--- src/source/lsu_cfg.svh ---
`ifndef LSU_CFG_SVH
`define LSU_CFG_SVH

// data path width of the core, one MIPS word
`define LSU_XLEN 32

// destination register address, 32 GPRs
`define LSU_REG_AW 5

// depth of the data memory in words
`define LSU_MEM_WORDS 256

// word index bits, log2 of the memory depth
`define LSU_MEM_AW 8

`endif

--- src/source/mips_isa_pkg.sv ---
`include "lsu_cfg.svh"

package mips_isa_pkg;

	typedef logic [`LSU_XLEN-1:0] word_t;           // one register or memory word
	typedef logic [`LSU_REG_AW-1:0] reg_addr_t;     // destination register number
	typedef logic [`LSU_XLEN-1:0] byte_addr_t;      // byte address from the execute stage

	// memory operations the unit accepts
	typedef enum logic [3:0]
	{
		OP_LB  = 4'd0,
		OP_LBU = 4'd1,
		OP_LH  = 4'd2,
		OP_LHU = 4'd3,
		OP_LW  = 4'd4,
		OP_SB  = 4'd5,
		OP_SH  = 4'd6,
		OP_SW  = 4'd7,
		OP_LL  = 4'd8,
		OP_SC  = 4'd9
	} mem_op_e;

endpackage

--- src/source/dmem_pkg.sv ---
`include "lsu_cfg.svh"

package dmem_pkg;

	// one enable per byte, bit 3 selects bits 31:24 since the memory is big-endian
	typedef logic [`LSU_XLEN/8-1:0] byte_en_t;

	typedef logic [`LSU_MEM_AW-1:0] word_idx_t;     // word row in the data memory

	typedef logic [1:0] byte_lane_t;                // byte offset, lane 0 is the top byte

endpackage

--- src/source/lsu_result_if.sv ---
`timescale 1ns/1ps

interface lsu_result_if
	import mips_isa_pkg::*, dmem_pkg::*;
	();

	logic valid;
	logic ready;
	mem_op_e op;
	reg_addr_t rd;
	byte_lane_t lane;        // still needed to pick the load lane
	word_t rdata;            // whole word read at the access transfer
	logic sc_ok;

	modport src
	(
		output valid, op, rd, lane, rdata, sc_ok,
		input ready
	);

	modport dst
	(
		input valid, op, rd, lane, rdata, sc_ok,
		output ready
	);

endinterface

--- src/source/lsu_writeback_stage.sv ---
`timescale 1ns/1ps

`include "lsu_cfg.svh"

module lsu_writeback_stage
	import mips_isa_pkg::*, dmem_pkg::*;
(
	input logic clk_i,
	input logic rst_i,
	lsu_result_if.dst res_i,
	output logic rsp_valid_o,
	output reg_addr_t rsp_rd_o,
	output logic rsp_wen_o,
	output word_t rsp_data_o,
	input logic rsp_ready_i
);

	logic res_fire;
	logic [7:0] byte_sel;
	logic [15:0] half_sel;
	word_t data_d;
	logic wen_d;

	// picks one byte of a big-endian word, lane 0 is bits 31:24
	function automatic logic [7:0] extract_byte(word_t w, byte_lane_t lane);
		return w[(3 - lane)*8 +: 8];
	endfunction

	assign res_i.ready = !rsp_valid_o || rsp_ready_i;
	assign res_fire = res_i.valid && res_i.ready;

	assign byte_sel = extract_byte(res_i.rdata, res_i.lane);
	assign half_sel = res_i.lane[1] ? res_i.rdata[15:0] : res_i.rdata[31:16];
	assign wen_d = !(res_i.op inside {OP_SB, OP_SH, OP_SW});   // plain stores write no register

	always_comb
	begin
		data_d = '0;
		case (res_i.op)
			OP_LB:  data_d = {{(`LSU_XLEN-8){byte_sel[7]}}, byte_sel};
			OP_LBU: data_d = {{(`LSU_XLEN-8){1'b0}}, byte_sel};
			OP_LH:
			begin
				if (!res_i.lane[0])
					data_d = {{(`LSU_XLEN-16){half_sel[15]}}, half_sel};
			end
			OP_LHU:
			begin
				if (!res_i.lane[0])
					data_d = {{(`LSU_XLEN-16){1'b0}}, half_sel};   // misaligned stays zero
			end
			OP_LW, OP_LL: data_d = res_i.rdata;
			OP_SC: data_d = word_t'(res_i.sc_ok);     // 1 on success, 0 otherwise
			default: data_d = '0;
		endcase
	end

	always_ff @(posedge clk_i)
	begin
		if (rst_i)
		begin
			rsp_valid_o <= 1'b0;
		end
		else if (res_fire)
		begin
			rsp_valid_o <= 1'b1;
		end
		else if (rsp_ready_i)
		begin
			rsp_valid_o <= 1'b0;
		end
	end

	always_ff @(posedge clk_i)
	begin
		if (res_fire)
		begin
			rsp_rd_o <= res_i.rd;
			rsp_wen_o <= wen_d;
			rsp_data_o <= data_d;
		end
	end

endmodule

--- src/flat_wrapper.sv ---
// flat-port wrapper written by rule: the top's interface ports become plain ports
module lsu_writeback_stage_flat import mips_isa_pkg::*, dmem_pkg::*;
  (clk_i, rst_i, rsp_valid_o, rsp_rd_o, rsp_wen_o, rsp_data_o, rsp_ready_i, res_i_valid, res_i_op, res_i_rd, res_i_lane, res_i_rdata, res_i_sc_ok, res_i_ready);
  lsu_result_if res_i_i ();
  input logic clk_i;
  input logic rst_i;
  output logic rsp_valid_o;
  output reg_addr_t rsp_rd_o;
  output logic rsp_wen_o;
  output word_t rsp_data_o;
  input logic rsp_ready_i;
  input wire logic [$bits(res_i_i.valid)-1:0] res_i_valid;
  input wire logic [$bits(res_i_i.op)-1:0] res_i_op;
  input wire logic [$bits(res_i_i.rd)-1:0] res_i_rd;
  input wire logic [$bits(res_i_i.lane)-1:0] res_i_lane;
  input wire logic [$bits(res_i_i.rdata)-1:0] res_i_rdata;
  input wire logic [$bits(res_i_i.sc_ok)-1:0] res_i_sc_ok;
  output wire logic [$bits(res_i_i.ready)-1:0] res_i_ready;
  assign res_i_i.valid = res_i_valid;
  assign res_i_i.op = res_i_op;
  assign res_i_i.rd = res_i_rd;
  assign res_i_i.lane = res_i_lane;
  assign res_i_i.rdata = res_i_rdata;
  assign res_i_i.sc_ok = res_i_sc_ok;
  assign res_i_ready = res_i_i.ready;
  lsu_writeback_stage u_core (.clk_i(clk_i), .rst_i(rst_i), .res_i(res_i_i), .rsp_valid_o(rsp_valid_o), .rsp_rd_o(rsp_rd_o), .rsp_wen_o(rsp_wen_o), .rsp_data_o(rsp_data_o), .rsp_ready_i(rsp_ready_i));
endmodule
--- config.mk ---
export PLATFORM = sky130hd
export DESIGN_NAME = lsu_writeback_stage_flat
export DESIGN_NICKNAME = d
export VERILOG_FILES = /design/src/source/mips_isa_pkg.sv /design/src/source/dmem_pkg.sv /design/src/source/lsu_result_if.sv /design/src/source/lsu_writeback_stage.sv /design/src/flat_wrapper.sv
export VERILOG_INCLUDE_DIRS = /design/src /design/src/source
export SDC_FILE = /design/constraint.sdc
export NUM_CORES = 1
export LEC_CHECK = 0
export BUFFER_PORTS_ARGS = -buffer_cell sky130_fd_sc_hd__buf_2
export CAP_MARGIN = 20
export CORE_ASPECT_RATIO = 1.4
export CORE_MARGIN = 10
export CORE_UTILIZATION = 50
export CTS_CLUSTER_DIAMETER = 200
export DETAILED_ROUTE_END_ITERATION = 10
export PLACE_DENSITY = 0.84
export REMOVE_ABC_BUFFERS = 1
export SLEW_MARGIN = 20
export SYNTH_ARGS = -nofsm -noshare
export SYNTH_HDL_FRONTEND = slang
export SYNTH_SLANG_ARGS = --single-unit
--- constraint.sdc ---
create_clock -name clk_i -period 3.11 [get_ports clk_i]
set_input_delay 0.4665 -clock clk_i [delete_from_list [all_inputs] [get_ports clk_i]]
set_output_delay 0.4665 -clock clk_i [all_outputs]
set_load 0.02 [all_outputs]
# Word-level counts from Yosys, hierarchy flattened
# Cells that the tools add are included.
classes:
  n_reduce_logical: 8
  mux: 6
  shift: 1
  n_eq_ne: 9
  n_addsub: 1
ops:
  columns: ["operator", "count"]
  rows:
  - ["32-bit one-hot mux with 6 select lines", 1]
  - ["32-bit by 33-bit variable part select with 8-bit output", 1]
  - ["16-bit two-way mux", 2]
  - ["32-bit two-way mux", 1]
  - ["4-bit by 3-bit == test with 1-bit output (second input constant)", 4]
  - ["4-bit by 2-bit == test with 1-bit output (second input constant)", 2]
  - ["4-bit == test (second input constant)", 2]
  - ["4-bit by 1-bit == test with 1-bit output (second input constant)", 1]
  - ["4-bit logical NOT", 1]
  - ["3-bit nonzero test", 1]
  - ["2-bit by 2-bit subtractor with 3-bit output (first input constant)", 1]
  - ["1-bit logical NOT", 2]
  - ["1-bit two-way mux", 2]
  - ["2-bit nonzero test", 1]
  - ["2-bit OR reduction", 1]
  - ["1-bit logical AND", 1]
  - ["1-bit logical OR", 1]
totals:
  word_cells: 29
  inputBits: 48
  out_inout_bits: 40
  ff_bits: 39

# Logic depth before layout (Yosys ltp)
depth:
  word_depth: 4
  mapped_depth: 5
  ltp_nobuf: 3

# Worst setup path before layout
# Ideal clock, no wire load.
synth_path:
  kind: "input-to-reg"
  from: "input port rsp_ready_i"
  to: "register u_core.rsp_data_o[0], enable pin"
  stages: 2
  path_buffers: 0
  slack_ns: 1.020
  required_ns: 2.711
  t_arrival_ns: 1.691
  setup_time_ns: 0.399
  cell_sequence: "nand2b_1 and2_1"
synth_via:
  elab_chain_cells: 2
synth_lines:
  columns: ["item", "line", "source"]
  rows:
  - ["start, declared", "flat_wrapper.sv:11", "input logic rsp_ready_i;"]
  - ["1-bit logical OR", "lsu_writeback_stage.sv:29", "assign res_i.ready = !rsp_valid_o || rsp_ready_i;"]
  - ["1-bit logical AND", "lsu_writeback_stage.sv:30", "assign res_fire = res_i.valid && res_i.ready;"]
  - ["net u_core.res_fire", "lsu_writeback_stage.sv:18", "logic res_fire;"]
  - ["end signal, assigned", "lsu_writeback_stage.sv:80", "rsp_data_o <= data_d;"]
  - ["end, declared", "lsu_writeback_stage.sv:14", "output word_t rsp_data_o,"]
# The timed path passes the listed nets, and every way through them passes these cells.
# A chain may end at the register's enable or synchronous reset.

# Final worst setup path
layout_path:
  from: "input port res_i_lane[0]"
  to: "register u_core.rsp_data_o[13] (data pin)"
layout_via:
  elab_chain_cells: 3
  elab_cells_between_ends: 5
  cone_classes: "1 x add/sub; 1 x shift; 3 x mux"
layout_lines:
  columns: ["item", "line", "source"]
  rows:
  - ["start, declared", "flat_wrapper.sv:15", "input wire logic [$bits(res_i_i.lane)-1:0] res_i_lane;"]
  - ["2-bit by 2-bit subtractor with 3-bit output", "lsu_writeback_stage.sv:26", "return w[(3 - lane)*8 +: 8];"]
  - ["32-bit by 33-bit variable part select with 8-bit output", "lsu_writeback_stage.sv:26", null]
  - ["32-bit one-hot mux with 6 select lines (*)", "lsu_writeback_stage.sv:39", "case (res_i.op)"]
  - ["net u_core.data_d[13]", "lsu_writeback_stage.sv:21", "word_t data_d;"]
# The timed path passes the listed nets; every way through them passes the cells marked *.

==> flow_summary.yaml <==
worst_setup_path:
  critPathLaunchType: "primary input"
  critical_path_class: "in -> reg"
  cp_data_arrival_time_ps: 1920
  crit_chain: "buf_2 > mux4_2 > and2_0 > a211o_1"
  max_stage_delay_ps: 570
  worstPathMaxFanout: 17
  critPathRequiredTime_ps: 3150
  end_kind: "register"
  slowest_stage: "mux4_2"
power:
  power.leakage_nw: 1.23
  ir_drop_uv: 413
  power.total_mw: 1.18
  pwr_density_cell_nw_per_um2: 480
floorplan:
  dieArea_um2: 6800
  core_area_um2: 3710
  start_util: 0.522
  fp.dieW_um: 72.6
  core.rowCount: 26
  die_h_um: 93.6
  pin_count: 88
logic_synthesis:
  synth.most_common_cell: "edfxtp_1"
  synth_top_area_share: 0.590
  yosysWarnings: 0
  ys.flop_type: "edfxtp_1"
  synthArstFlopShare: 0
  synth_cells: 143
  synthTopCellsByCount: "38 x edfxtp_1, 19 x nor3_1, 14 x mux2i_1, 13 x a211o_1, 10 x a21o_1"
  synth_area_um2: 1940
  ys_seq_area_frac: 0.600
  synth_area_leaders: "edfxtp_1 59%, mux2i_1 7.2%, a211o_1 5.9%"
  yosysUniqueCellTypes: 35
  syn_avg_cell_area_um2: 13.5
  synth_seq_cells: 39
  synth_edf_count: 38
  synth_top_cell_by_area: "edfxtp_1"
final_layout:
  area_growth_pct: 26.5
  nNetsFinal: 274
  fillers: 298
  antenna_cells: 0
  drive_gt1_frac: 0.476
global_routing:
  track_usage: 0.155
  grt_pass1_vias: 1614
  gr-total-overflow: 0
  grt_pass1_wl_mm: 8.20
  grt_max_degree: 39
  antenna_found_initial: 0
clocking:
  cts_resized: 0
  post-cts-setup-buffers: 0
  cts.clk_slew.worst_paths_ps: 70
  clock_sinks: 39
  clockBufferDepth: 2
  cts_tree: "done"
  cts_hold_buf: 0
  root_buffer: "clkbuf_8"
  clock_latency_ps: 290
  htreeDepth: 2
  cts_made_buffers: 5
timing:
  drv_slew: 0
  rsz0062_at_grt: "false"
  hold_viol_final: 0
  max_slew_margin: 0.407
  setup_viol: 0
  min_period_over_period: 0.607
  period_minus_slack_ps: 1890
  worst_pin_slew_ps: 890
  clock-skew-final_ps: 1.84
  final.setup.tns_ps: 0
  max_freq_mhz: 530
placement:
  io_buffers: 87
  hpwl_mm: 3.94
  globalplace.congestion: 0.907
detailed_routing:
  wl_per_cell_um: 19.0
  drtAntennaViolNets: 0
  dr.pass1.iters: 4
  vias_per_cell: 5.69
  vias: 1531
  route.detailed.drc: 0
  drt_iter0_drc: 65
  routed_wl_mm: 5.11
outcome:
  status: "finished, final reports clean"
flow_run:
  maxCapViolCount: 0
worst_hold_path:
  hold_class: "in -> reg"
## sequential cells by signal (all words and copies together), names as in the netlist
signal              count
u_core.rsp_rd_o         5
u_core.rsp_data_o      32
u_core.rsp_valid_o      1
u_core.rsp_wen_o        1
## layout by cell type (no fill, tap or decap), types with 2 or more instances in the layout
master / instances
a211o_1: 13
a21o_1: 10
a21o_2: 5
buf_2: 87
clkbuf_1: 2
clkbuf_8: 5
edfxtp_1: 38
inv_1: 2
mux2_2: 2
mux2i_1: 14
nand3_1: 2
nor3_1: 19
or3_1: 3
or3b_2: 2
## final timing paths
path / start / end / slack [ps] / cells past startpoint
hold reg to reg: u_core.rsp_valid_o / u_core.rsp_valid_o / 510 / 2
setup reg to reg: u_core.rsp_valid_o / u_core.rsp_data_o[11] / 1570 / 2
setup / recovery: res_i_lane[0] / u_core.rsp_data_o[13] / 1220 / 4
hold / removal: rst_i / u_core.rsp_valid_o / 320 / 2
## where the power goes
part / switching [mW] / total (mW) / internal [mW]
combinational: 0.137 / 0.223 / 0.0858
clock: 0.165 / 0.322 / 0.157
sequential: 0.00794 / 0.630 / 0.622
## critical path, delay by kind of cell
family / cells / cell delay (ps)
AOI/OAI and AO/OA: 1 / 310
muxes: 1 / 570
buffers and inverters: 1 / 260
and+or+nand+nor: 1 / 310
## area by class of cell
class / instances / area [µm²] / area share
sequential: 39 / 1160 / 0.474
multi-input combinational: 90 / 703 / 0.287
timing repair buffer: 88 / 443 / 0.181
clock buffer: 7 / 76.3 / 0.0312
tap: 42 / 52.6 / 0.0215
inverter: 2 / 7.51 / 0.00307
clock inverter: 1 / 5.00 / 0.00204
## per-stage QoR
stage,instance area (µm²),setup slack [ps],util,hold slack [ps],cells
finish,2450,1220,0.660,323,269
detailed placement,2370,935,0.638,504,261
CTS,2450,1230,0.660,317,269
global placement,2370,975,0.638,492,261
floorplan,1870,1020,-,536,131
global route,2450,1120,0.660,317,269
## cell families after synthesis
family                 after synthesis  share of synthesized area
multiplexers                        17                     0.0957
AND/OR/NAND/NOR                     37                      0.111
AO/OA/AOI/OAI                       34                      0.147
XOR/XNOR                             2                    0.00905
buffers and inverters               14                     0.0375
flip-flops                          39                      0.600
## routing by layer
layer / GRT usage / part of all wire / vias up
li1: - / - / 735
met1: 0.168 / 0.39 / 712
met2: 0.242 / 0.47 / 75
met3: 0.0857 / 0.11 / 9
met4: 0.0651 / 0.022 / 0
met5: 0 / 0 / -
Note: power is estimated with default switching activity, not from simulation.
