<file path="src/source/lsu_cfg.svh">
`ifndef LSU_CFG_SVH
`define LSU_CFG_SVH

// data path width of the core, one MIPS word
`define LSU_XLEN 32

// destination register address, 32 GPRs
`define LSU_REG_AW 5

// depth of the data memory in words
`define LSU_MEM_WORDS 256

// word index bits, log2 of the memory depth
`define LSU_MEM_AW 8

`endif

</file>
<file path="src/source/mips_isa_pkg.sv">
`include "lsu_cfg.svh"

package mips_isa_pkg;

	typedef logic [`LSU_XLEN-1:0] word_t;           // one register or memory word
	typedef logic [`LSU_REG_AW-1:0] reg_addr_t;     // destination register number
	typedef logic [`LSU_XLEN-1:0] byte_addr_t;      // byte address from the execute stage

	// memory operations the unit accepts
	typedef enum logic [3:0]
	{
		OP_LB  = 4'd0,
		OP_LBU = 4'd1,
		OP_LH  = 4'd2,
		OP_LHU = 4'd3,
		OP_LW  = 4'd4,
		OP_SB  = 4'd5,
		OP_SH  = 4'd6,
		OP_SW  = 4'd7,
		OP_LL  = 4'd8,
		OP_SC  = 4'd9
	} mem_op_e;

endpackage

</file>
<file path="src/source/dmem_pkg.sv">
`include "lsu_cfg.svh"

package dmem_pkg;

	// one enable per byte, bit 3 selects bits 31:24 since the memory is big-endian
	typedef logic [`LSU_XLEN/8-1:0] byte_en_t;

	typedef logic [`LSU_MEM_AW-1:0] word_idx_t;     // word row in the data memory

	typedef logic [1:0] byte_lane_t;                // byte offset, lane 0 is the top byte

endpackage

</file>
<file path="src/source/lsu_access_if.sv">
`timescale 1ns/1ps

interface lsu_access_if
	import mips_isa_pkg::*, dmem_pkg::*;
	();

	logic valid;
	logic ready;
	mem_op_e op;
	reg_addr_t rd;
	byte_lane_t lane;
	word_idx_t idx;
	byte_en_t be;            // enabled lanes, none for a misaligned halfword
	word_t wdata;            // store data already replicated over all lanes
	logic sc_ok;             // link bit sampled when the sc was accepted

	modport src
	(
		output valid, op, rd, lane, idx, be, wdata, sc_ok,
		input ready
	);

	modport dst
	(
		input valid, op, rd, lane, idx, be, wdata, sc_ok,
		output ready
	);

endinterface

</file>
<file path="src/source/lsu_format_stage.sv">
`timescale 1ns/1ps

`include "lsu_cfg.svh"

module lsu_format_stage
	import mips_isa_pkg::*, dmem_pkg::*;
(
	input logic clk_i,
	input logic rst_i,
	input logic req_valid_i,
	input mem_op_e req_op_i,
	input byte_addr_t req_addr_i,
	input word_t req_wdata_i,
	input reg_addr_t req_rd_i,
	output logic req_ready_o,
	lsu_access_if.src acc_o
);

	logic req_fire;
	logic link_q;            // set by ll, cleared by any sc
	byte_lane_t lane_d;
	word_idx_t idx_d;
	byte_en_t be_d;
	word_t wdata_d;
	logic sc_ok_d;

	assign req_ready_o = !acc_o.valid || acc_o.ready;      // empty, or draining this cycle
	assign req_fire = req_valid_i && req_ready_o;

	assign lane_d = req_addr_i[1:0];
	assign idx_d = req_addr_i[`LSU_MEM_AW+1:2];            // upper address bits alias
	assign sc_ok_d = (req_op_i == OP_SC) && link_q;

	always_comb
	begin
		be_d = '0;
		wdata_d = req_wdata_i;
		case (req_op_i)
			OP_LB, OP_LBU, OP_SB:
			begin
				be_d = byte_en_t'(4'b1000 >> lane_d);
				wdata_d = {4{req_wdata_i[7:0]}};                // byte shows up in every lane
			end
			OP_LH, OP_LHU, OP_SH:
			begin
				if (!lane_d[0])
					be_d = lane_d[1] ? 4'b0011 : 4'b1100;
				wdata_d = {2{req_wdata_i[15:0]}};
			end
			default:
			begin
				be_d = '1;                                      // lw, sw, ll and sc ignore bits 1:0
			end
		endcase
	end

	always_ff @(posedge clk_i)
	begin
		if (rst_i)
		begin
			acc_o.valid <= 1'b0;
		end
		else if (req_fire)
		begin
			acc_o.valid <= 1'b1;
		end
		else if (acc_o.ready)
		begin
			acc_o.valid <= 1'b0;
		end
	end

	// the link bit changes only at acceptance, so request order is kept without a bypass
	always_ff @(posedge clk_i)
	begin
		if (rst_i)
			link_q <= 1'b0;
		else if (req_fire && req_op_i == OP_LL)
			link_q <= 1'b1;
		else if (req_fire && req_op_i == OP_SC)
			link_q <= 1'b0;
	end

	always_ff @(posedge clk_i)
	begin
		if (req_fire)
		begin
			acc_o.op <= req_op_i;
			acc_o.rd <= req_rd_i;
			acc_o.lane <= lane_d;
			acc_o.idx <= idx_d;
			acc_o.be <= be_d;
			acc_o.wdata <= wdata_d;
			acc_o.sc_ok <= sc_ok_d;
		end
	end

endmodule

</file>
<file path="src/flat_wrapper.sv">
// flat-port wrapper written by rule: the top's interface ports become plain ports
module lsu_format_stage_flat import mips_isa_pkg::*, dmem_pkg::*;
  (clk_i, rst_i, req_valid_i, req_op_i, req_addr_i, req_wdata_i, req_rd_i, req_ready_o, acc_o_valid, acc_o_op, acc_o_rd, acc_o_lane, acc_o_idx, acc_o_be, acc_o_wdata, acc_o_sc_ok, acc_o_ready);
  lsu_access_if acc_o_i ();
  input logic clk_i;
  input logic rst_i;
  input logic req_valid_i;
  input mem_op_e req_op_i;
  input byte_addr_t req_addr_i;
  input word_t req_wdata_i;
  input reg_addr_t req_rd_i;
  output logic req_ready_o;
  output wire logic [$bits(acc_o_i.valid)-1:0] acc_o_valid;
  output wire logic [$bits(acc_o_i.op)-1:0] acc_o_op;
  output wire logic [$bits(acc_o_i.rd)-1:0] acc_o_rd;
  output wire logic [$bits(acc_o_i.lane)-1:0] acc_o_lane;
  output wire logic [$bits(acc_o_i.idx)-1:0] acc_o_idx;
  output wire logic [$bits(acc_o_i.be)-1:0] acc_o_be;
  output wire logic [$bits(acc_o_i.wdata)-1:0] acc_o_wdata;
  output wire logic [$bits(acc_o_i.sc_ok)-1:0] acc_o_sc_ok;
  input wire logic [$bits(acc_o_i.ready)-1:0] acc_o_ready;
  assign acc_o_valid = acc_o_i.valid;
  assign acc_o_op = acc_o_i.op;
  assign acc_o_rd = acc_o_i.rd;
  assign acc_o_lane = acc_o_i.lane;
  assign acc_o_idx = acc_o_i.idx;
  assign acc_o_be = acc_o_i.be;
  assign acc_o_wdata = acc_o_i.wdata;
  assign acc_o_sc_ok = acc_o_i.sc_ok;
  assign acc_o_i.ready = acc_o_ready;
  lsu_format_stage u_core (.clk_i(clk_i), .rst_i(rst_i), .req_valid_i(req_valid_i), .req_op_i(req_op_i), .req_addr_i(req_addr_i), .req_wdata_i(req_wdata_i), .req_rd_i(req_rd_i), .req_ready_o(req_ready_o), .acc_o(acc_o_i));
endmodule
</file>
<file path="config.mk">
export PLATFORM = sky130hd
export DESIGN_NAME = lsu_format_stage_flat
export DESIGN_NICKNAME = d
export VERILOG_FILES = /design/src/source/mips_isa_pkg.sv /design/src/source/dmem_pkg.sv /design/src/source/lsu_access_if.sv /design/src/source/lsu_format_stage.sv /design/src/flat_wrapper.sv
export VERILOG_INCLUDE_DIRS = /design/src /design/src/source
export SDC_FILE = /design/constraint.sdc
export NUM_CORES = 1
export LEC_CHECK = 0
export ABC_CLOCK_PERIOD_IN_PS = 4000
export BUFFER_PORTS_ARGS = -buffer_cell sky130_fd_sc_hd__buf_2
export CORE_MARGIN = 8
export CORE_UTILIZATION = 48
export CTS_BUF_LIST = sky130_fd_sc_hd__clkbuf_2
export DETAILED_ROUTE_END_ITERATION = 8
export PLACE_DENSITY = 0.95
export SYNTH_ARGS = -nofsm -noshare
export SYNTH_HDL_FRONTEND = slang
export SYNTH_SLANG_ARGS = --single-unit
</file>
<file path="constraint.sdc">
create_clock -name clk_i -period 4 [get_ports clk_i]
set_clock_uncertainty 0.2 [all_clocks]
set_input_delay 0.4 -clock clk_i [delete_from_list [all_inputs] [get_ports clk_i]]
set_output_delay 0.4 -clock clk_i [all_outputs]
set_load 0.05 [all_outputs]
</file>
### Word-level counts from Yosys, hierarchy flattened

Index checks and enable logic that the tools add are counted.

| word-level totals | value |
|---|---|
| register bits | 58 |
| bits in latches | 0 |
| bits in writable memories | 0 |
| memory bits (read-only) | 0 |
| input bits | 77 |
| output and inout bits | 58 |
| memories kept | 0 |

| operators by class | value |
|---|---|
| add/sub/neg operators | 0 |
| multiply operators | 0 |
| divide/modulo/power cells | 0 |
| magnitude comparators | 0 |
| eq/ne operators | 7 |
| shifts and indexed selects | 1 |
| mux-type cells | 8 |
| bitwise logic cells | 0 |
| reduce and logical (&&, ||, !) cells | 11 |

Operator list:

| operator | number |
|---|---|
| $pmux W32 S2 | 1 |
| $eq A4 B2 Y1 const B | 2 |
| $eq A4 B3 Y1 const B | 2 |
| $eq A4 B4 Y1 const B | 2 |
| $mux W4 | 2 |
| $pmux W4 S2 | 1 |
| $reduce_or A3 Y1 | 2 |
| $eq A4 B1 Y1 const B | 1 |
| $logic_and A1 B1 Y1 | 4 |
| $logic_not A4 Y1 | 1 |
| $mux W1 | 4 |
| $reduce_bool A2 Y1 | 2 |
| $shr A4 B2 Y4 const A | 1 |
| $logic_not A1 Y1 | 1 |
| $logic_or A1 B1 Y1 | 1 |

### Longest topological paths before layout

Gate-level depths: netlist of the first run.

| logic depth | value |
|---|---|
| word-level depth | 6 |
| gate-level depth with buffers | 4 |
| depth with buffers taken out | 3 |

### Worst setup path before layout of the first run

No wires, ideal clock.

| path | value |
|---|---|
| path type | register to register |
| from | reg u_core.acc_o.valid |
| to | reg u_core.acc_o.be[0], enable pin |
| setup time | 0.420 ns |
| arrival time | 2.415 ns |
| setup slack | 0.964 ns |
| cell stages (with the launch flop) | 3 |
| path buffers | 0 |
| cells stage by stage | dfxtp_1 nand2b_1 and2_1 |

| on the way | value |
|---|---|
| longest elaborated chain between the ends | 3 |

RTL lines:

| element | line | RTL |
|---|---|---|
| start, declared | lsu_access_if.sv:19 | `output valid, op, rd, lane, idx, be, wdata, sc_ok,` |
| start signal, assigned | lsu_format_stage.sv:61 | `acc_o.valid <= 1'b0;` |
| start signal, assigned | lsu_format_stage.sv:65 | `acc_o.valid <= 1'b1;` |
| start signal, assigned | lsu_format_stage.sv:69 | `acc_o.valid <= 1'b0;` |
| $logic_not A1 Y1 | lsu_format_stage.sv:27 | `assign req_ready_o = !acc_o.valid \|\| acc_o.ready;` |
| $logic_or A1 B1 Y1 | lsu_format_stage.sv:27 |  |
| via req_ready_o | flat_wrapper.sv:12 | `output logic req_ready_o;` |
| $logic_and A1 B1 Y1 | lsu_format_stage.sv:28 | `assign req_fire = req_valid_i && req_ready_o;` |
| via u_core.req_fire | lsu_format_stage.sv:19 | `logic req_fire;` |
| end signal, assigned | lsu_format_stage.sv:92 | `acc_o.be <= be_d;` |
| end, declared | lsu_access_if.sv:19 |  |

The timed path passes the listed nets, and every way through them passes these cells.
A chain may end at the register's enable or synchronous reset.

### Worst setup path after layout of the first run

| path | value |
|---|---|
| from | in req_op_i[0] |
| to | reg u_core.acc_o.wdata[23], data pin |

| on the way | value |
|---|---|
| longest elaborated chain between the ends | 3 |

RTL lines:

| element | line | RTL |
|---|---|---|
| start, declared | flat_wrapper.sv:8 | `input mem_op_e req_op_i;` |
| $eq A4 B2 Y1, or another cell as far along | lsu_format_stage.sv:38 | `case (req_op_i)` |
| $reduce_or A3 Y1 | lsu_format_stage.sv:38 |  |
| $pmux W32 S2 * | lsu_format_stage.sv:38 |  |
| via u_core.wdata_d[23] | lsu_format_stage.sv:24 | `word_t wdata_d;` |
| end signal, assigned | lsu_format_stage.sv:93 | `acc_o.wdata <= wdata_d;` |
| end, declared | lsu_access_if.sv:19 |  |

Mark *: on every way through the listed nets, which the timed path passes. The rest lies on a longest branch.

==> impl_metrics.ini, run 1 <==
[logic_synthesis]
synth_most_common_cell = edfxtp_1
ys_seq_area_share_pct = 75.2
yosys_register_bits = 58
yosys-top-cells-area = edfxtp_1 73%, mux2_4 5.2%, a221o_2 3.9%
ys_async_sr_fraction_pct = 0
synth_adder_area_share_pct = 0
synth-edff-count = 56
yosysTopAreaCellShare_pct = 73.5
synthMuxAreaShare_pct = 9.19
yosys.area_share.simple_pct = 6.18
synth_top_family_by_area = multiplexers
synth_flop_cell = edfxtp_1
synth_xor_xnor_area_share_pct = 0.383
syn-num-nets = 194
yosysUniqueCellTypes = 24
synth_compound_area_share_pct = 6.89
synth_commonest_cells = 56 x edfxtp_1, 8 x a221o_2, 8 x and4_1, 8 x mux2_2, 8 x mux2_4
synth_top_cell_by_area = edfxtp_1
yosys_warnings = 0
syn_inst = 117
synth_area_sq_um = 2290
syn_area_per_cell_sq_um = 19.6

[hold_path]
holdPathEnd = u_core.acc_o.wdata[19]
min_from = req_wdata_i[19]
hp-class = in2reg
whs_path_depth = 2

[floorplanning]
start_util_pct = 49.1
fp.coreArea_sq_um = 4660
die_area_sq_um = 7230
die_x_um = 85.0
rows = 25
ios = 135
chipHeight_um = 85.0

[global_route]
grt_pass1_wl_mm = 11.3
grt_antenna_before_repair = 0
grt_pass1_vias = 1956
grt_usage_pct = 21.1
grt_most_used_layer = met2
met1_usage_pct = 23.2
grt_max_degree = 39
overflow = 0
grt_use_met2_pct = 35.7
met3_usage_pct = 7.82

[setup_path]
crit_arrival_ns = 2.36
cp-startpoint = req_op_i[0]
reg2reg_to = u_core.link_q
crit_type = in2reg
rr_worst_depth = 4
cp-start-kind = input port
critPathMaxFanout = 20
worstPathRequired_ns = 4.00
endpoint_kind = flip-flop
r2r_start = u_core.acc_o.valid
reg2reg_slack_ns = 1.72

[routing]
dr.pass1.iters = 4
wl_per_cell_um = 22.4
drt-total-wl_mm = 7.63
ant_nets = 0
drc = 0
vias = 1856
via_per_inst = 5.46
drtIter0Drc = 229

[timing]
finalSetupViolations = 0
maxSlewHeadroom_pct = 40.5
tightest_slew_ns = 0.890
fmax_ghz = 0.424
rsz0062_at_grt = false
drv_slew = 0
post-route-period-util_pct = 59.0
setup_tns_ns = 0
layout_setup_ws_ns = 1.64
period_minus_slack_ns = 2.36
finalHoldViolCount = 0

[cells_and_area]
diodes = 0
syn_to_final_growth_pct = 51.3
nets = 358
drive_gt1_share_pct = 54.9

[clock_tree]
clockBufferDepth = 2
clkTransAtPathRegs_ns = 0.18
cts.htree.levels = 3
hold_buffers = 44
cts_resized = 0
clock_latency_ns = 0.45
post_cts_buffers = 0
root_buffer = clkbuf_2
cts_buffers = 9
clock-sinks = 58
cts_tree = yes

[run]
drv_cap = 0

[placement]
pre_cts_ws_ns = 1.62
numPortBuffers = 112
hpwl_mm = 4.45
gp_congestion = 0.768

[pwr]
p_leak_nw = 1.50
power_w = 0.00149
vdd_drop_max_mv = 0.178
power.density_nw_per_um2 = 429

[outcome]
status = completed
[metal layers]
layer | wire length (um) | part of all wire [%]
met3 | 884 | 12
met5 | 0 | 0
met2 | 3850 | 51
met4 | 108 | 1.4
met1 | 2780 | 36
[area by class of cell]
cell class                 count  area [sq um]
multi-input combinational     52           519
sequential                    58          1720
tap                           54          67.6
timing repair buffer         157          1010
clock inverter                 5          78.8
inverter                       3          11.3
fill                         266          1200
clock buffer                  11          55.1
[layout by cell type (no fill, tap or decap), drive strengths merged]
cell and n:
clkbuf 11, and4 8, or2 2, a31oi 1, inv 3, a311oi 1, a221o 10, nor3b 1
a21oi 1, clkinv 3, nand2b 1, nand2 1, dfxtp 2, dlygate4sd3 44, a211oi 1, a21o 1
mux2 16, edfxtp 56, nor2 1, nor2b 2, buf 113, bufinv 2, xnor2 1, and2 2
and3 2
[critical path, cell delays in order]
cell and delay (ns):
dlygate4sd3_1 0.54, buf_2 0.16, xnor2_1 0.16, a21o_1 0.72, mux2_4 0.36
[power by group]
| part | leakage (nW) | switching (W) | internal, W | total (W) |
|---|---|---|---|---|
| combinational | 0.856 | 0.000220 | 0.000106 | 0.000327 |
| sequential | 0.558 | 0.0000118 | 0.000715 | 0.000727 |
| clock | 0.0859 | 0.000220 | 0.000212 | 0.000432 |
| total | 1.50 | 0.000452 | 0.00103 | 0.00149 |
[worst max-delay path by stage]
| stage | to | slack (ns) |
|---|---|---|
| global placement | u_core.acc_o.wdata[21] | 1.67 |
| finish | u_core.acc_o.wdata[23] | 1.64 |
| global route | u_core.link_q | 1.56 |
| CTS | u_core.acc_o.wdata[23] | 1.72 |
| detailed placement | u_core.acc_o.wdata[23] | 1.62 |
| floorplan | u_core.acc_o.be[0] | 0.96 |
[flip-flops by register name, summed over array words and instances, names as in the netlist, 2 cells and up]
signal              cells
u_core.acc_o.lane       2
u_core.acc_o.idx        8
u_core.acc_o.be         4
u_core.acc_o.op         4
u_core.acc_o.wdata     32
u_core.acc_o.rd         5
[logic make-up (layout without fill, tap and decap cells)]
| kind of cell | count (synthesis) | in the layout |
|---|---|---|
| AO/OA/AOI/OAI | 15 | 15 |
| XOR/XNOR | 1 | 1 |
| buffers and inverters | 7 | 176 |
| flip-flops | 58 | 58 |
| multiplexers | 16 | 16 |
| AND/OR/NAND/NOR | 20 | 20 |
[stage by stage]
stage | cells | instance area [sq um] | hold WS (ns) | util [%]
2_1_floorplan | 117 | 2290 | 0.269 | -
3_3_place_gp | 280 | 2890 | 0.317 | 62.0
3_5_place_dp | 280 | 2890 | 0.334 | 62.0
4_1_cts | 340 | 3460 | 0.000112 | 74.3
5_1_grt | 340 | 3460 | 0.000873 | 74.3
6_report | 340 | 3460 | 0.0466 | 74.3
Power figures use the tool's default switching activity.
==> inputs of run 2 (changes only) <==
--- a/config.mk
+++ b/config.mk
@@ -6,13 +6,13 @@
 export SDC_FILE = /design/constraint.sdc
 export NUM_CORES = 1
 export LEC_CHECK = 0
-export ABC_CLOCK_PERIOD_IN_PS = 4000
+export ABC_CLOCK_PERIOD_IN_PS = 2400
 export BUFFER_PORTS_ARGS = -buffer_cell sky130_fd_sc_hd__buf_2
 export CORE_MARGIN = 8
-export CORE_UTILIZATION = 48
+export CORE_UTILIZATION = 45
 export CTS_BUF_LIST = sky130_fd_sc_hd__clkbuf_2
 export DETAILED_ROUTE_END_ITERATION = 8
-export PLACE_DENSITY = 0.95
+export PLACE_DENSITY = 0.93
 export SYNTH_ARGS = -nofsm -noshare
 export SYNTH_HDL_FRONTEND = slang
 export SYNTH_SLANG_ARGS = --single-unit
==> constraint.sdc (replaced) <==
create_clock -name clk_i -period 2.4 [get_ports clk_i]
set_clock_uncertainty 0.2 [all_clocks]
set_input_delay 0.24 -clock clk_i [delete_from_list [all_inputs] [get_ports clk_i]]
set_output_delay 0.24 -clock clk_i [all_outputs]
set_load 0.05 [all_outputs]
==> run 2 against run 1 <==
Net effect:
- flip-flop and latch count stayed put
- final cell count is 7.9% higher
- combinational power is 70% higher
- critical path type unchanged
- critical endpoint is now u_core.acc_o.wdata[24]
- global-route usage down 0.31 points
- largest power group unchanged
==> impl_metrics.ini, run 2 (same netlist as run 1, synthesis figures left out) <==
[timing]
fmax_ghz = 0.457
period_minus_slack_ns = 2.19
holdWs_ns = 0.284
maxSlewHeadroom_pct = 50.5
tightest_slew_ns = 0.742
layout_setup_ws_ns = 0.212
finalSetupViolations = 0
rsz0062_at_grt = false
finalHoldViolCount = 0
drv_slew = 0
post-route-period-util_pct = 91.2
setup_tns_ns = 0

[pwr]
swShare_pct = 29.0
power.density_nw_per_um2 = 710
p_leak_nw = 1.55
combPwrFrac_pct = 21.7
net-switching-power_w = 0.000743
vdd_drop_max_mv = 0.270
power_frac_clock_pct = 31.0
seqPwrFrac_pct = 47.2
p_int_w = 0.00182

[global_route]
grt_max_degree = 58
grt_antenna_before_repair = 0
grt_pass1_vias = 1966
grt_usage_pct = 20.8
overflow = 0
grt_pass1_wl_mm = 11.4

[cells_and_area]
top_register = u_core.acc_o.wdata
final_common_cell = buf_2
syn_to_final_growth_pct = 57.7
final_cell_mix = 112 x buf_2, 56 x edfxtp_1, 54 x dlygate4sd3_1
largest_register_ffs = 32
diodes = 0
reg_top3 = u_core.acc_o.wdata (32), u_core.acc_o.idx (8), u_core.acc_o.rd (5)
final_cells = 367
postLayoutCellArea_sq_um = 3610
drive_gt1_share_pct = 52.5
nets = 369

[hold_path]
hp-class = in2reg
whs_path_depth = 2
holdPathEnd = u_core.acc_o.idx[1]
min_from = req_addr_i[3]

[clock_tree]
cts_buffers = 9
clock_latency_ns = 0.45
root_buffer = clkbuf_2
clock-sinks = 58
clockBufferDepth = 2
post_cts_buffers = 0
clkTransAtPathRegs_ns = 0.17
cts_resized = 0
cts.htree.levels = 3
cts_tree = yes

[routing]
drtIter0Drc = 196
dr.pass1.iters = 4
drc = 0
via_per_inst = 5.00
drt-total-wl_mm = 7.68
ant_nets = 0
vias = 1836
wl_per_cell_um = 20.9

[floorplanning]
ios = 135
start_util_pct = 45.7
chipHeight_um = 87.3
fp.coreArea_sq_um = 5010
die_area_sq_um = 7620
die_x_um = 87.3
rows = 26

[run]
drv_cap = 0

[setup_path]
reg2reg_to = u_core.link_q
critPathMaxFanout = 15
crit_type = in2reg
worstPathRequired_ns = 2.44
crit_arrival_ns = 2.22
r2r_start = u_core.acc_o.valid
rr_worst_depth = 4
cp-start-kind = input port
reg2reg_slack_ns = 0.22
endpoint_kind = flip-flop

[placement]
placed_cells = 297
pre_cts_ws_ns = 0.301
dpl_cell_area_sq_um = 2920
gp_congestion = 0.717
numPortBuffers = 112

[outcome]
status = completed
-- run 2: cell count changes in the layout (fill, tap and decap cells not counted), sizes merged --
cell and delta:
bufinv +1, buf +1, clkinv +1, clkbuf -2, dlygate4sd3 +10
-- run 2: critical path, cell delays in order --
cell           delay (ns)
dlygate4sd3_1        0.53
buf_2                0.22
xnor2_1              0.16
a21o_1               0.45
buf_4                0.29
a221o_2              0.34
-- run 2: layer usage --
metal / GRT usage [%] / part of all wire, % / wire, um
met3: 7.74 / 9.9 / 764
met1: 22.0 / 38 / 2890
met4: 8.59 / 1.6 / 123
met5: 0 / 0 / 0
met2: 36.1 / 51 / 3900
-- run 2: cell type report --
cell class | instances | area, sq um
flip-flops and latches | 58 | 1720
fillers | 329 | 1400
repair buffers | 168 | 1120
multi-input cells | 52 | 520
clock inverters | 7 | 108
well taps | 70 | 87.6
clock buffers | 9 | 45.0
inverters | 3 | 11.3
-- run 2: worst max path at each step --
stage	from	end	slack (ns)
2_1_floorplan	u_core.acc_o.valid	u_core.acc_o.be[0]	0.24
3_3_place_gp	req_op_i[1]	u_core.acc_o.wdata[27]	0.31
3_5_place_dp	req_op_i[1]	u_core.acc_o.wdata[27]	0.30
4_1_cts	u_core.acc_o.valid	u_core.link_q	0.24
5_1_grt	u_core.acc_o.valid	u_core.link_q	0.11
6_report	req_op_i[1]	u_core.acc_o.wdata[24]	0.21
-- run 2: power groups by stage --
stage               combinational (W)  clock, W  sequential [W]
floorplan                    0.000109         0         0.00146
global route                 0.000580  0.000857         0.00122
global placement             0.000465         0         0.00123
finish                       0.000557  0.000796         0.00121
CTS                          0.000547  0.000791         0.00121
detailed placement           0.000476         0         0.00123
-- run 2: repair_timing --
| action | CTS | global route |
|---|---|---|
| endpoints found under the setup margin | 0 | 0 |
| hold buffers | 54 | 0 |
| endpoints found under the hold margin | 55 | 0 |
-- run 2: metrics by stage --
| stage | power [W] | utilization [%] |
|---|---|---|
| 4_1_cts | 0.00254 | 72.1 |
| 3_5_place_dp | 0.00171 | 58.2 |
| 2_1_floorplan | 0.00157 | - |
| 6_report | 0.00256 | 72.1 |
| 3_3_place_gp | 0.00169 | 58.2 |
| 5_1_grt | 0.00265 | 72.1 |
